$ cat src/logic/board_macros.svh
`ifndef BOARD_MACROS_SVH
`define BOARD_MACROS_SVH

// ----------------------------------------
// address spaces, addr[15:12]
// ----------------------------------------
`define ADDR_MAIN         4'h0      // board and axis registers
`define ADDR_DATA_BUF     4'h5      // block sample buffer

// ----------------------------------------
// register offsets, addr[3:0]
// ----------------------------------------
`define OFF_ADC_DATA      4'h0      // axis current feedback
`define OFF_DAC_CTRL      4'h1      // axis current command
`define REG_STATUS        4'h0      // channel 0 status word
`define STATUS_PWR_BIT    19        // power enable in status

// ----------------------------------------
// safety and sampler limits
// ----------------------------------------
`define SAFETY_MARGIN     16'h0800  // current counts of slack
`define SAFETY_TRIP_COUNT 5         // consecutive bad cycles to trip
`define SAMPLE_WORDS      5         // timestamp + 4 adc words
`define NUM_AXES          4

`endif

$ cat src/logic/board_pkg.sv
`default_nettype none

package board_pkg;

    // bus address: space [15:12], chan [7:4], offset [3:0]
    typedef logic [15:0] addr_t;
    typedef logic [31:0] data_t;       // register word
    typedef logic [3:0]  space_t;
    typedef logic [3:0]  chan_t;       // 0 = board, 1..4 = axes
    typedef logic [3:0]  offset_t;

    // offset binary, midscale 16'h8000
    typedef logic [15:0] cur_t;

    typedef logic [3:0]  board_id_t;   // rotary switch
    typedef logic [3:0]  amp_mask_t;   // bit 0 is axis 1
    typedef logic [2:0]  sample_addr_t;

    // block sampler fsm
    typedef enum logic {
        SAMPLE_IDLE,
        SAMPLE_RUN
    } sample_state_t;

endpackage

`default_nettype wire

$ cat src/logic/reg_bus_router.sv
`timescale 1ns/1ps
`default_nettype none

`include "board_macros.svh"

module reg_bus_router (
    input  board_pkg::addr_t fw_reg_raddr,
    input  board_pkg::addr_t fw_reg_waddr,
    input  board_pkg::addr_t eth_reg_raddr,
    input  board_pkg::addr_t eth_reg_waddr,
    input  board_pkg::data_t fw_reg_wdata,
    input  board_pkg::data_t eth_reg_wdata,
    input  logic             fw_reg_wen,
    input  logic             eth_reg_wen,
    input  logic             eth_read_en,    // eth owns the read address
    input  logic             sample_busy,    // sampler owns the read address
    input  board_pkg::chan_t sample_chan,
    input  board_pkg::data_t status_rdata,
    input  board_pkg::data_t dac_rdata,
    input  board_pkg::data_t sample_rdata,
    input  board_pkg::cur_t  cur_fb1,
    input  board_pkg::cur_t  cur_fb2,
    input  board_pkg::cur_t  cur_fb3,
    input  board_pkg::cur_t  cur_fb4,
    output board_pkg::addr_t bus_raddr,
    output board_pkg::addr_t bus_waddr,
    output board_pkg::data_t bus_wdata,
    output logic             bus_wen,
    output board_pkg::data_t reg_rdata
);
    import board_pkg::*;

    space_t  rd_space;
    chan_t   rd_chan;
    offset_t rd_off;
    data_t   adc_word;      // feedback of the addressed axis

    // ----------------------------------------
    // address arbitration
    // ----------------------------------------
    // sampler > eth > firewire
    assign bus_raddr = sample_busy ? {`ADDR_MAIN, 4'd0, sample_chan, `OFF_ADC_DATA} :
                       eth_read_en ? eth_reg_raddr :
                                     fw_reg_raddr;

    // eth wins a same-cycle write
    assign bus_waddr = eth_reg_wen ? eth_reg_waddr : fw_reg_waddr;
    assign bus_wdata = eth_reg_wen ? eth_reg_wdata : fw_reg_wdata;
    assign bus_wen   = fw_reg_wen | eth_reg_wen;

    assign rd_space = bus_raddr[15:12];
    assign rd_chan  = bus_raddr[7:4];
    assign rd_off   = bus_raddr[3:0];

    // adc word, upper half unused here
    always_comb begin
        case (rd_chan)
            4'd1:    adc_word = {16'd0, cur_fb1};
            4'd2:    adc_word = {16'd0, cur_fb2};
            4'd3:    adc_word = {16'd0, cur_fb3};
            4'd4:    adc_word = {16'd0, cur_fb4};
            default: adc_word = '0;     // no such axis
        endcase
    end

    // ----------------------------------------
    // read data decode
    // ----------------------------------------
    always_comb begin
        reg_rdata = '0;                             // dropped spaces read zero
        if (rd_space == `ADDR_DATA_BUF) begin
            reg_rdata = sample_rdata;
        end else if (rd_space == `ADDR_MAIN) begin
            if (rd_chan == 4'd0)
                reg_rdata = status_rdata;           // board channel
            else if (rd_off == `OFF_ADC_DATA)
                reg_rdata = adc_word;
            else if (rd_off == `OFF_DAC_CTRL)
                reg_rdata = dac_rdata;
        end
    end

endmodule

`default_nettype wire

$ cat src/logic/dac_cmd_regs.sv
`timescale 1ns/1ps
`default_nettype none

`include "board_macros.svh"

module dac_cmd_regs (
    input  logic             sysclk,
    input  logic             rst_n,
    input  board_pkg::addr_t bus_waddr,
    input  board_pkg::addr_t bus_raddr,
    input  board_pkg::data_t bus_wdata,
    input  logic             bus_wen,
    output board_pkg::data_t dac_rdata,
    output board_pkg::cur_t  cur_cmd1,
    output board_pkg::cur_t  cur_cmd2,
    output board_pkg::cur_t  cur_cmd3,
    output board_pkg::cur_t  cur_cmd4
);
    import board_pkg::*;

    cur_t  cmd [1:`NUM_AXES];   // command per axis
    chan_t wchan;
    chan_t rchan;
    logic  wr_hit;

    assign wchan = bus_waddr[7:4];
    assign rchan = bus_raddr[7:4];

    // main space, axis 1..4, dac offset
    assign wr_hit = bus_wen && (bus_waddr[15:12] == `ADDR_MAIN) &&
                    (wchan >= 4'd1) && (wchan <= chan_t'(`NUM_AXES)) &&
                    (bus_waddr[3:0] == `OFF_DAC_CTRL);

    always_ff @(posedge sysclk) begin
        if (!rst_n) begin
            for (int i = 1; i <= `NUM_AXES; i++)
                cmd[i] <= '0;
        end else if (wr_hit) begin
            cmd[wchan] <= bus_wdata[15:0];  // low half only
        end
    end

    // readback of the addressed axis
    assign dac_rdata = ((rchan >= 4'd1) && (rchan <= chan_t'(`NUM_AXES))) ?
                       {16'd0, cmd[rchan]} : '0;

    assign cur_cmd1 = cmd[1];
    assign cur_cmd2 = cmd[2];
    assign cur_cmd3 = cmd[3];
    assign cur_cmd4 = cmd[4];

endmodule

`default_nettype wire

$ cat src/logic/safety_check.sv
`timescale 1ns/1ps
`default_nettype none

`include "board_macros.svh"

module safety_check (
    input  logic            sysclk,
    input  logic            rst_n,
    input  board_pkg::cur_t cur_fb,
    input  board_pkg::cur_t cur_cmd,
    input  logic            clear_disable,  // pulse from status write
    output logic            amp_disable
);
    import board_pkg::*;

    localparam int CNT_W = $clog2(`SAFETY_TRIP_COUNT + 1);

    cur_t             fb_mag;
    cur_t             cmd_mag;
    logic [17:0]      limit;        // 2*cmd + margin, no overflow
    logic             violate;
    logic [CNT_W-1:0] bad_cnt;      // consecutive violating cycles

    // distance from midscale
    assign fb_mag  = cur_fb[15]  ? (cur_fb  - 16'h8000) : (16'h8000 - cur_fb);
    assign cmd_mag = cur_cmd[15] ? (cur_cmd - 16'h8000) : (16'h8000 - cur_cmd);

    assign limit   = {1'b0, cmd_mag, 1'b0} + {2'b00, `SAFETY_MARGIN};
    assign violate = {2'b00, fb_mag} > limit;

    // ----------------------------------------
    // counter and disable latch
    // ----------------------------------------
    always_ff @(posedge sysclk) begin
        if (!rst_n) begin
            bad_cnt     <= '0;
            amp_disable <= 1'b0;
        end else begin
            if (!violate) begin
                bad_cnt <= '0;
            end else if (bad_cnt == CNT_W'(`SAFETY_TRIP_COUNT - 1)) begin
                bad_cnt     <= '0;      // restart, can trip again
                amp_disable <= 1'b1;
            end else begin
                bad_cnt <= bad_cnt + 1'b1;
            end
            if (clear_disable)
                amp_disable <= 1'b0;    // clear wins over a trip
        end
    end

endmodule

`default_nettype wire

$ cat src/logic/board_regs.sv
`timescale 1ns/1ps
`default_nettype none

`include "board_macros.svh"

module board_regs (
    input  logic                 sysclk,
    input  logic                 rst_n,
    input  board_pkg::addr_t     bus_waddr,
    input  board_pkg::data_t     bus_wdata,
    input  logic                 bus_wen,
    input  board_pkg::board_id_t board_id,
    input  board_pkg::amp_mask_t safety_disable,   // latched by the checkers
    output board_pkg::data_t     status_rdata,
    output logic                 pwr_enable,
    output board_pkg::amp_mask_t amp_enable,
    output board_pkg::amp_mask_t clear_disable
);
    import board_pkg::*;

    amp_mask_t amp_en_cmd;  // enables as written by the host
    logic      status_wr;
    logic      pwr_bit;

    // main space, channel 0, status offset
    assign status_wr = bus_wen &&
                       (bus_waddr == {`ADDR_MAIN, 4'd0, 4'd0, `REG_STATUS});
    assign pwr_bit   = bus_wdata[`STATUS_PWR_BIT];

    // ----------------------------------------
    // enables and clear pulses
    // ----------------------------------------
    always_ff @(posedge sysclk) begin
        if (!rst_n) begin
            pwr_enable    <= 1'b0;
            amp_en_cmd    <= '0;
            clear_disable <= '0;
        end else begin
            clear_disable <= '0;                    // one cycle only
            if (status_wr) begin
                pwr_enable    <= pwr_bit;
                amp_en_cmd    <= bus_wdata[3:0];
                // power bit clears all, amp bit clears its axis
                clear_disable <= {4{pwr_bit}} | bus_wdata[3:0];
            end
        end
    end

    // drops in the same cycle as a trip
    assign amp_enable = amp_en_cmd & ~safety_disable;

    // status word layout
    always_comb begin
        status_rdata                  = '0;
        status_rdata[3:0]             = amp_en_cmd;
        status_rdata[7:4]             = safety_disable;
        status_rdata[`STATUS_PWR_BIT] = pwr_enable;
        status_rdata[27:24]           = board_id;
    end

endmodule

`default_nettype wire

$ cat src/logic/block_sampler.sv
`timescale 1ns/1ps
`default_nettype none

`include "board_macros.svh"

module block_sampler (
    input  logic             sysclk,
    input  logic             rst_n,
    input  logic             sample_start,  // one-cycle request
    input  board_pkg::addr_t bus_raddr,
    input  board_pkg::data_t reg_rdata,     // adc word during busy
    output logic             sample_busy,
    output board_pkg::chan_t sample_chan,
    output board_pkg::data_t sample_rdata
);
    import board_pkg::*;

    sample_state_t state;
    sample_addr_t  idx;                     // word being captured
    sample_addr_t  rd_idx;
    data_t         timestamp;               // free running
    data_t         buffer [`SAMPLE_WORDS];

    always_ff @(posedge sysclk) begin
        if (!rst_n)
            timestamp <= '0;
        else
            timestamp <= timestamp + 1'b1;
    end

    // ----------------------------------------
    // sample fsm
    // ----------------------------------------
    always_ff @(posedge sysclk) begin
        if (!rst_n) begin
            state <= SAMPLE_IDLE;
            idx   <= '0;
        end else begin
            case (state)
                SAMPLE_IDLE: begin
                    idx <= '0;
                    if (sample_start)
                        state <= SAMPLE_RUN;
                end
                SAMPLE_RUN: begin       // start ignored here
                    idx <= idx + 1'b1;
                    if (idx == sample_addr_t'(`SAMPLE_WORDS - 1))
                        state <= SAMPLE_IDLE;
                end
                default: state <= SAMPLE_IDLE;
            endcase
        end
    end

    // word 0 is the timestamp, the rest come off the bus
    always_ff @(posedge sysclk) begin
        if (state == SAMPLE_RUN)
            buffer[idx] <= (idx == '0) ? timestamp : reg_rdata;
    end

    assign sample_busy = (state == SAMPLE_RUN);
    assign sample_chan = {1'b0, idx};       // chan n -> word n

    assign rd_idx       = bus_raddr[2:0];
    assign sample_rdata = (rd_idx < sample_addr_t'(`SAMPLE_WORDS)) ? buffer[rd_idx] : '0;

endmodule

`default_nettype wire

$ cat src/logic/motor_board_top.sv
`timescale 1ns/1ps
`default_nettype none

`include "board_macros.svh"

module motor_board_top (
    input  logic                 sysclk,
    input  logic                 rst_n,
    // firewire host
    input  board_pkg::addr_t     fw_reg_raddr,
    input  board_pkg::addr_t     fw_reg_waddr,
    input  board_pkg::data_t     fw_reg_wdata,
    input  logic                 fw_reg_wen,
    // ethernet host
    input  board_pkg::addr_t     eth_reg_raddr,
    input  board_pkg::addr_t     eth_reg_waddr,
    input  board_pkg::data_t     eth_reg_wdata,
    input  logic                 eth_reg_wen,
    input  logic                 eth_read_en,
    input  logic                 eth_sample_start,
    output logic                 sample_busy,
    output board_pkg::data_t     reg_rdata,     // shared by both hosts
    input  board_pkg::board_id_t board_id,
    input  board_pkg::cur_t      cur_fb1,
    input  board_pkg::cur_t      cur_fb2,
    input  board_pkg::cur_t      cur_fb3,
    input  board_pkg::cur_t      cur_fb4,
    output board_pkg::cur_t      cur_cmd1,
    output board_pkg::cur_t      cur_cmd2,
    output board_pkg::cur_t      cur_cmd3,
    output board_pkg::cur_t      cur_cmd4,
    output logic                 pwr_enable,
    output board_pkg::amp_mask_t amp_enable
);
    import board_pkg::*;

    addr_t     bus_raddr;
    addr_t     bus_waddr;
    data_t     bus_wdata;
    logic      bus_wen;
    data_t     status_rdata;
    data_t     dac_rdata;
    data_t     sample_rdata;
    chan_t     sample_chan;
    amp_mask_t safety_disable;
    amp_mask_t clear_disable;
    cur_t      fb_vec  [`NUM_AXES];     // axis 1 at index 0
    cur_t      cmd_vec [`NUM_AXES];

    assign fb_vec  = '{cur_fb1, cur_fb2, cur_fb3, cur_fb4};
    assign cmd_vec = '{cur_cmd1, cur_cmd2, cur_cmd3, cur_cmd4};

    // ----------------------------------------
    // bus and register blocks
    // ----------------------------------------
    reg_bus_router router (
        .fw_reg_raddr  (fw_reg_raddr),
        .fw_reg_waddr  (fw_reg_waddr),
        .eth_reg_raddr (eth_reg_raddr),
        .eth_reg_waddr (eth_reg_waddr),
        .fw_reg_wdata  (fw_reg_wdata),
        .eth_reg_wdata (eth_reg_wdata),
        .fw_reg_wen    (fw_reg_wen),
        .eth_reg_wen   (eth_reg_wen),
        .eth_read_en   (eth_read_en),
        .sample_busy   (sample_busy),
        .sample_chan   (sample_chan),
        .status_rdata  (status_rdata),
        .dac_rdata     (dac_rdata),
        .sample_rdata  (sample_rdata),
        .cur_fb1       (cur_fb1),
        .cur_fb2       (cur_fb2),
        .cur_fb3       (cur_fb3),
        .cur_fb4       (cur_fb4),
        .bus_raddr     (bus_raddr),
        .bus_waddr     (bus_waddr),
        .bus_wdata     (bus_wdata),
        .bus_wen       (bus_wen),
        .reg_rdata     (reg_rdata)
    );

    dac_cmd_regs dac (
        .sysclk    (sysclk),
        .rst_n     (rst_n),
        .bus_waddr (bus_waddr),
        .bus_raddr (bus_raddr),
        .bus_wdata (bus_wdata),
        .bus_wen   (bus_wen),
        .dac_rdata (dac_rdata),
        .cur_cmd1  (cur_cmd1),
        .cur_cmd2  (cur_cmd2),
        .cur_cmd3  (cur_cmd3),
        .cur_cmd4  (cur_cmd4)
    );

    board_regs chan0 (                  // channel 0 status
        .sysclk         (sysclk),
        .rst_n          (rst_n),
        .bus_waddr      (bus_waddr),
        .bus_wdata      (bus_wdata),
        .bus_wen        (bus_wen),
        .board_id       (board_id),
        .safety_disable (safety_disable),
        .status_rdata   (status_rdata),
        .pwr_enable     (pwr_enable),
        .amp_enable     (amp_enable),
        .clear_disable  (clear_disable)
    );

    block_sampler sampler (
        .sysclk       (sysclk),
        .rst_n        (rst_n),
        .sample_start (eth_sample_start),
        .bus_raddr    (bus_raddr),
        .reg_rdata    (reg_rdata),      // adc word while busy
        .sample_busy  (sample_busy),
        .sample_chan  (sample_chan),
        .sample_rdata (sample_rdata)
    );

    // ----------------------------------------
    // over-current checkers, one per axis
    // ----------------------------------------
    for (genvar i = 0; i < `NUM_AXES; i++) begin : g_safe
        safety_check safe (
            .sysclk        (sysclk),
            .rst_n         (rst_n),
            .cur_fb        (fb_vec[i]),
            .cur_cmd       (cmd_vec[i]),
            .clear_disable (clear_disable[i]),
            .amp_disable   (safety_disable[i])
        );
    end

endmodule

`default_nettype wire

$ cat config.mk
export PLATFORM = sky130hd
export DESIGN_NAME = motor_board_top
export DESIGN_NICKNAME = d
export VERILOG_FILES = /design/src/logic/board_pkg.sv /design/src/logic/reg_bus_router.sv /design/src/logic/dac_cmd_regs.sv /design/src/logic/safety_check.sv /design/src/logic/board_regs.sv /design/src/logic/block_sampler.sv /design/src/logic/motor_board_top.sv
export VERILOG_INCLUDE_DIRS = /design/src /design/src/logic
export SDC_FILE = /design/constraint.sdc
export NUM_CORES = 1
export LEC_CHECK = 0
export BUFFER_PORTS_ARGS = -buffer_cell sky130_fd_sc_hd__clkbuf_2
export CORE_MARGIN = 8
export CORE_UTILIZATION = 36
export CTS_CLUSTER_DIAMETER = 100
export DETAILED_ROUTE_END_ITERATION = 8
export GPL_ROUTABILITY_DRIVEN = 0
export GPL_TIMING_DRIVEN = 0
export SYNTH_ARGS = -nofsm -noshare
export SYNTH_HDL_FRONTEND = slang
export SYNTH_SLANG_ARGS = --single-unit
$ cat constraint.sdc
create_clock -name sysclk -period 5.1 [get_ports sysclk]
set_clock_uncertainty 0.15 [all_clocks]
set_input_delay 0 -clock sysclk [delete_from_list [all_inputs] [get_ports sysclk]]
set_output_delay 0 -clock sysclk [all_outputs]
set_load 0.005 [all_outputs]
## Word-level counts from Yosys, hierarchy flattened

Memories as Yosys holds them, arrays and structs flattened.
Index checks and enable logic that the tools add are counted.

- Memories: 2
- Output and inout port bits: 102
- Register bits: 61
- Memory bits (writable): 224

Memory list:

| memory | depth | bits a word | read ports | clocked after memory_dff | wr ports | RTL line | RTL |
|---|---|---|---|---|---|---|---|
| sampler.buffer | 5 | 32 | 1 | 0 | 1 | block_sampler.sv:22 | `` data_t buffer [`SAMPLE_WORDS]; `` |
| dac.cmd | 4 | 16 | 5 | 0 | 4 | dac_cmd_regs.sv:21 | `` cur_t cmd [1:`NUM_AXES]; `` |

- Eq/ne operators: 12
- Mux-type cells: 34
- Bitwise gates (word level): 10
- $lt $le $gt $ge: 9
- $add $sub $neg: 26
- Reduce and logical (&&, ||, !) cells: 26

Operators with widths:

| cell | number |
|---|---|
| two-way mux 32 bit | 7 |
| two-way mux 16 bit | 13 |
| subtractor 16 bit (first input constant) | 8 |
| subtractor 16 bit (second input constant) | 8 |
| adder 17 x 12 -> 18 bit (second input constant) | 4 |
| > comparator 16 x 18 -> 1 bit | 4 |
| case mux 16 bit (4 select lines) | 1 |
| adder 32 x 1 -> 32 bit (second input constant) | 1 |
| two-way mux 20 bit | 1 |
| zero test 16 bit | 1 |
| zero test 4 bit | 4 |
| OR reduction 16 bit | 1 |
| adder 3 x 1 -> 3 bit (second input constant) | 5 |
| equality test 3 bit (second input constant) | 5 |
| equality test 4 x 1 -> 1 bit (second input constant) | 3 |
| OR reduction 3 bit | 4 |
| AND reduction 2 bit | 5 |
| two-way mux 1 bit | 9 |
| equality test 4 x 2 -> 1 bit (second input constant) | 2 |
| equality test 4 x 3 -> 1 bit (second input constant) | 2 |
| >= comparator 4 x 1 -> 1 bit (second input constant) | 2 |
| less-or-equal comparator 4 x 3 -> 1 bit (second input constant) | 2 |
| OR reduction 2 bit | 4 |
| logical AND 1 bit | 6 |
| other kinds (10) | 15 |

## Longest topological paths before layout

- Word-level depth: 11
- Gate-level depth with buffers: 15
- Depth with buffers taken out: 15

## By module

A second synthesis with hierarchy kept.

- Cells, all modules: 1932
- Area total of the unflattened synthesis: 20671.1 um^2

Modules (own cells, without submodules):

| module | area an instance (um^2) | times used | cells each |
|---|---|---|---|
| block_sampler | 8230.4 | 1 | 507 |
| safety_check | 1306.3 | 4 | 182 |
| dac_cmd_regs | 4337.9 | 1 | 309 |
| reg_bus_router | 2272.2 | 1 | 316 |
| board_regs | 605.6 | 1 | 72 |

## Worst setup path before layout

No wires, ideal clock.

- Path type: flip-flop to flip-flop
- Start point: register sampler.state, in the netlist sampler.sample_busy
- End point: memory sampler.buffer[4][0] (netlist name), enable pin
- Arrival time: 3214 ps
- Required time: 4489 ps
- Path slack: 1275 ps
- Buffers on the path: 3
- Library setup time: 461 ps
- Stages on the path, launching flop included: 6
- Cells stage by stage: dfxtp_1 -> buf_2 -> buf_2 -> buf_2 -> nand2_1 -> nor3_1

- Longest elaborated chain between the ends: 2

RTL lines:

| what | RTL line | RTL |
|---|---|---|
| from (decl) | block_sampler.sv:18 | `sample_state_t state;` |
| from (signal assigned) | block_sampler.sv:36 | `state <= SAMPLE_IDLE;` |
| from (signal assigned) | block_sampler.sv:43 | `state <= SAMPLE_RUN;` |
| from (signal assigned) | block_sampler.sv:48 | `state <= SAMPLE_IDLE;` |
| two-way mux 1 bit | block_sampler.sv:57 | `if (state == SAMPLE_RUN)` |
| two-way mux 1 bit | block_sampler.sv:58 | `buffer[idx] <= (idx == '0) ? timestamp : reg_rdata;` |
| to (decl) | block_sampler.sv:22 |  |

Every way passes these cells.

==> results.txt <==
----------------------------------------------------
[Run status]
  Status ... complete, no violations

[Layout]
  Share of layout cells above drive strength 1 ... 0.1979
  Antenna cells ... 0
  Post-synthesis to final-layout area growth ... 22.07%
  Net count of the finished layout ... 2589
  Final standard cell count with taps included and fillers excluded ... 3087

[Detailed routing]
  Average detailed-routed wire length per instance ... 23.04 µm
  Via density per instance ... 5.559
  DRT antenna net count ... 0
  DRC errors left ... 0
  Starting DRT DRC Count ... 1645
  Routed via count ... 17160
  Wire length after detailed routing ... 71110 µm
  Detailed-router iteration count before antenna repair ... 6

[GRT]
  First-pass GRT wire length ... 104500 µm
  Overflow after GRT ... 0
  Vias in the first global route ... 16780
  Pin count of the biggest net entering global routing ... 23
  Initial antenna violation count ... 0
  Total routing resource utilization after global routing ... 0.2151

[Placed design]
  Placed Instances ... 2974
  Estimated wirelength of the detail-placed design ... 55470 µm
  Number of I/O port buffers ... 260

[Worst setup path]
  Kind of start point of the critical path ... register
  Crit end category ... register
  Maximum net fanout on the critical path ... 6
  Worst Path Required ... 5420 ps
  Destination of the worst register-to-register timing path ... g_safe[3].safe.bad_cnt[2]
  Worst-case reg-to-reg path depth ... 13
  Biggest cell delay along the critical path ... 850 ps
  Worst R2R Setup Slack ... 670 ps
  Slowest stage cell, crit path ... sky130_fd_sc_hd__a2111oi_2
  Startpoint of the most critical register-to-register path ... dac.cmd[4][0]
  Type of the worst setup path ... reg2reg
  Most common cell type on the critical path ... sky130_fd_sc_hd__ha_1
  Chain of cells forming the critical path ... inv_1 > ha_1 > nor2b_1 > a31oi_1 > xnor2_2 > or4_1 > xnor2_1 > ha_1 > nand4_1 > a21oi_1 > a22o_1 > a2111oi_2 > and4_1
  Worst Path Arrival ... 4750 ps

[Synth]
  Post-synth EDFFs ... 288
  Dominant cell type by area after synthesis ... sky130_fd_sc_hd__edfxtp_1
  Top-count cell post-synth ... sky130_fd_sc_hd__edfxtp_1
  Register area share after synthesis ... 0.4927
  Synth Register Bits ... 349
  Number of warnings reported in the yosys synthesis log ... 0
  Summed instance area of the synthesized netlist ... 20030 µm²
  Count of mapped cells out of synthesis ... 1887
  Most frequent cells after synthesis ... 288 x sky130_fd_sc_hd__edfxtp_1, 211 x sky130_fd_sc_hd__nor2_1, 180 x sky130_fd_sc_hd__nand2_1
  Area share of the leading cell type in the synthesized netlist ... 0.4317
  Number of distinct library cells after synthesis ... 84
  Share of synthesized flip-flops with an asynchronous set or reset ... 0
  Biggest area contributors in the synthesized netlist ... sky130_fd_sc_hd__edfxtp_1 43%, sky130_fd_sc_hd__dfxtp_1 6.1%, sky130_fd_sc_hd__ha_1 4.7%, sky130_fd_sc_hd__nor2_1 4.0%, sky130_fd_sc_hd__xnor2_1 3.6%
  Primary flip-flop cell chosen by synthesis mapping ... sky130_fd_sc_hd__edfxtp_1
  Mean area per synthesized cell ... 10.62 µm²

[Floorplan]
  Core area ... 55090 µm²
  Die Wd ... 251.9 µm
  Area of the die ... 63450 µm²
  Initial core utilization ... 0.3636
  Standard-cell row count ... 86
  Num ports ... 304
  Vert. Die Dim ... 251.9 µm

[Min path]
  Worst Hold Endpoint ... dac.cmd[2][2]
  Worst hold path class ... in2reg
  Worst Hold Launch ... fw_reg_waddr[4]
  Number of instances on the worst hold path ... 4

[Job]
  Count of max-cap constraint violations ... 0

[Power]
  Worst ir drop on vdd ... 0.1875 mV
  Power Density ... 299.9 nW/µm²
  Leakage Power ... 9.548 nW
  Power, Total ... 7.335 mW

[Timing]
  Setup repair after global routing missed its margin ... false
  Number of hold violations in the final report ... 0
  Achievable frequency ... 225.8 MHz
  Portion of the clock cycle consumed by the worst path in the final layout ... 0.8683
  Slew at the pin closest to its max-slew limit ... 1272 ps
  Worst-case headroom to the max-slew limit ... 0.1278
  Time the worst path needs with I/O delays and setup ... 4428 ps
  Final setup viols ... 0
  Max-slew violation total from the final report ... 0

[Clock network]
  TritonCTS Buffers ... 37
  CTS H-Tree Depth ... 2
  Clock tree buffer depth ... 3
  Clk slew on worst S/H paths ... 60 ps
  CTS tree ... yes
  Clock latency on the worst-skew pair ... 540 ps
  Root buffer cell ... sky130_fd_sc_hd__clkbuf_16
  Sinks on Clock Net ... 349
  Total of cells resized after clock tree synthesis ... 0

----------------------------------------------------
-- worst max path at each step --
stage	startpoint	to	slack (ps)
3_3_place_gp	sampler.sample_busy	sampler.buffer[4][21]	-860
6_report	dac.cmd[4][0]	g_safe[3].safe.bad_cnt[2]	670
2_1_floorplan	sampler.sample_busy	sampler.buffer[4][0]	1270
5_1_grt	dac.cmd[4][0]	g_safe[3].safe.bad_cnt[2]	560
4_1_cts	dac.cmd[4][0]	g_safe[3].safe.bad_cnt[2]	770
3_5_place_dp	dac.cmd[4][0]	g_safe[3].safe.bad_cnt[2]	780
-- cell families after synthesis --
logic type	after synthesis	synth area share
and+or+nand+nor	671	0.1601
DFF	349	0.4927
AOI/OAI and AO/OA	347	0.1138
buffers and inverters	162	0.03254
xor gates and xnor gates	148	0.06508
muxes	133	0.08831
adders and majority gates	76	0.04734
other	1	0.0001872
-- through the flow --
stage	setup slack, ps	instance area [µm²]	utilization	setup TNS, ps	hold WS, ps
global route	557.5	24450	0.4439	0	98.48
detailed placement	784.7	22760	0.4132	0	190.0
finish	671.8	24450	0.4439	0	33.21
CTS	772.8	24450	0.4439	0	34.25
floorplan	1275	20270	-	0	-28.01
global placement	-860.8	22510	0.4085	-76350	191.4
-- layout by cell type (no fill, tap or decap), drive strengths merged, types with 32 or more instances in the layout --
| master | netlist | routed |
|---|---|---|
| a21oi | 121 | 121 |
| xnor2 | 84 | 84 |
| a31oi | 46 | 46 |
| mux2i | 71 | 71 |
| clkbuf | 55 | 369 |
| o21ai | 36 | 36 |
| nor3 | 62 | 62 |
| xor2 | 64 | 64 |
| buf | 33 | 49 |
| mux4 | 32 | 32 |
| nand3 | 66 | 66 |
| nand2 | 180 | 180 |
| dlygate4sd3 | 0 | 47 |
| ha | 75 | 75 |
| nor2 | 213 | 213 |
| conb | 1 | 64 |
| edfxtp | 288 | 288 |
| dfxtp | 61 | 61 |
| inv | 74 | 76 |
-- power by group --
part,internal [mW],total (mW),switching (mW)
Clock,1.61,2.73,1.13
Combinational,0.506,1.31,0.809
Sequential,3.19,3.29,0.0970
Total,5.30,7.34,2.03
-- critical path: cells and delay by family (launching register included) --
family | cells | cell delay [ps]
buffers and inverters | 1 | 150
DFF | 1 | 500
and+or+nand+nor | 4 | 1340
adders and majority gates | 2 | 490
AOI/OAI and AO/OA | 4 | 1360
xor gates and xnor gates | 2 | 380
-- sequential cells by signal, indices dropped and copies added, names as in the netlist --
name                     flops
chan0.clear_disable          4
g_safe.safe.amp_disable      4
sampler.sample_busy          1
chan0.amp_en_cmd             4
dac.cmd                    128
sampler.idx                  3
sampler.timestamp           32
g_safe.safe.bad_cnt         12
chan0.pwr_enable             1
sampler.buffer             160
-- timing repair --
action / 4_1_cts / 5_1_grt
endpoints found under the hold margin: 135 / 0
hold buffers: 47 / 0
buffers inserted: 0 / 0
-- area by class of cell --
type | count | area (µm²)
Buffer | 88 | 374.1
Clock buffer | 54 | 1104
Clock inverter | 12 | 116.4
Fill cell | 5258 | 30640
Inverter | 74 | 277.8
Multi-Input combinational cell | 1439 | 9793
Sequential cell | 349 | 9869
Tap cell | 748 | 935.9
Timing Repair Buffer | 323 | 1984
-- layer usage --
layer / global-route usage / wire [µm]
met2: 0.3544 / 33010
met5: 0 / 0
met4: 0.07605 / 2517
met3: 0.03540 / 5878
met1: 0.2848 / 29710
Power figures use the tool's default switching activity.
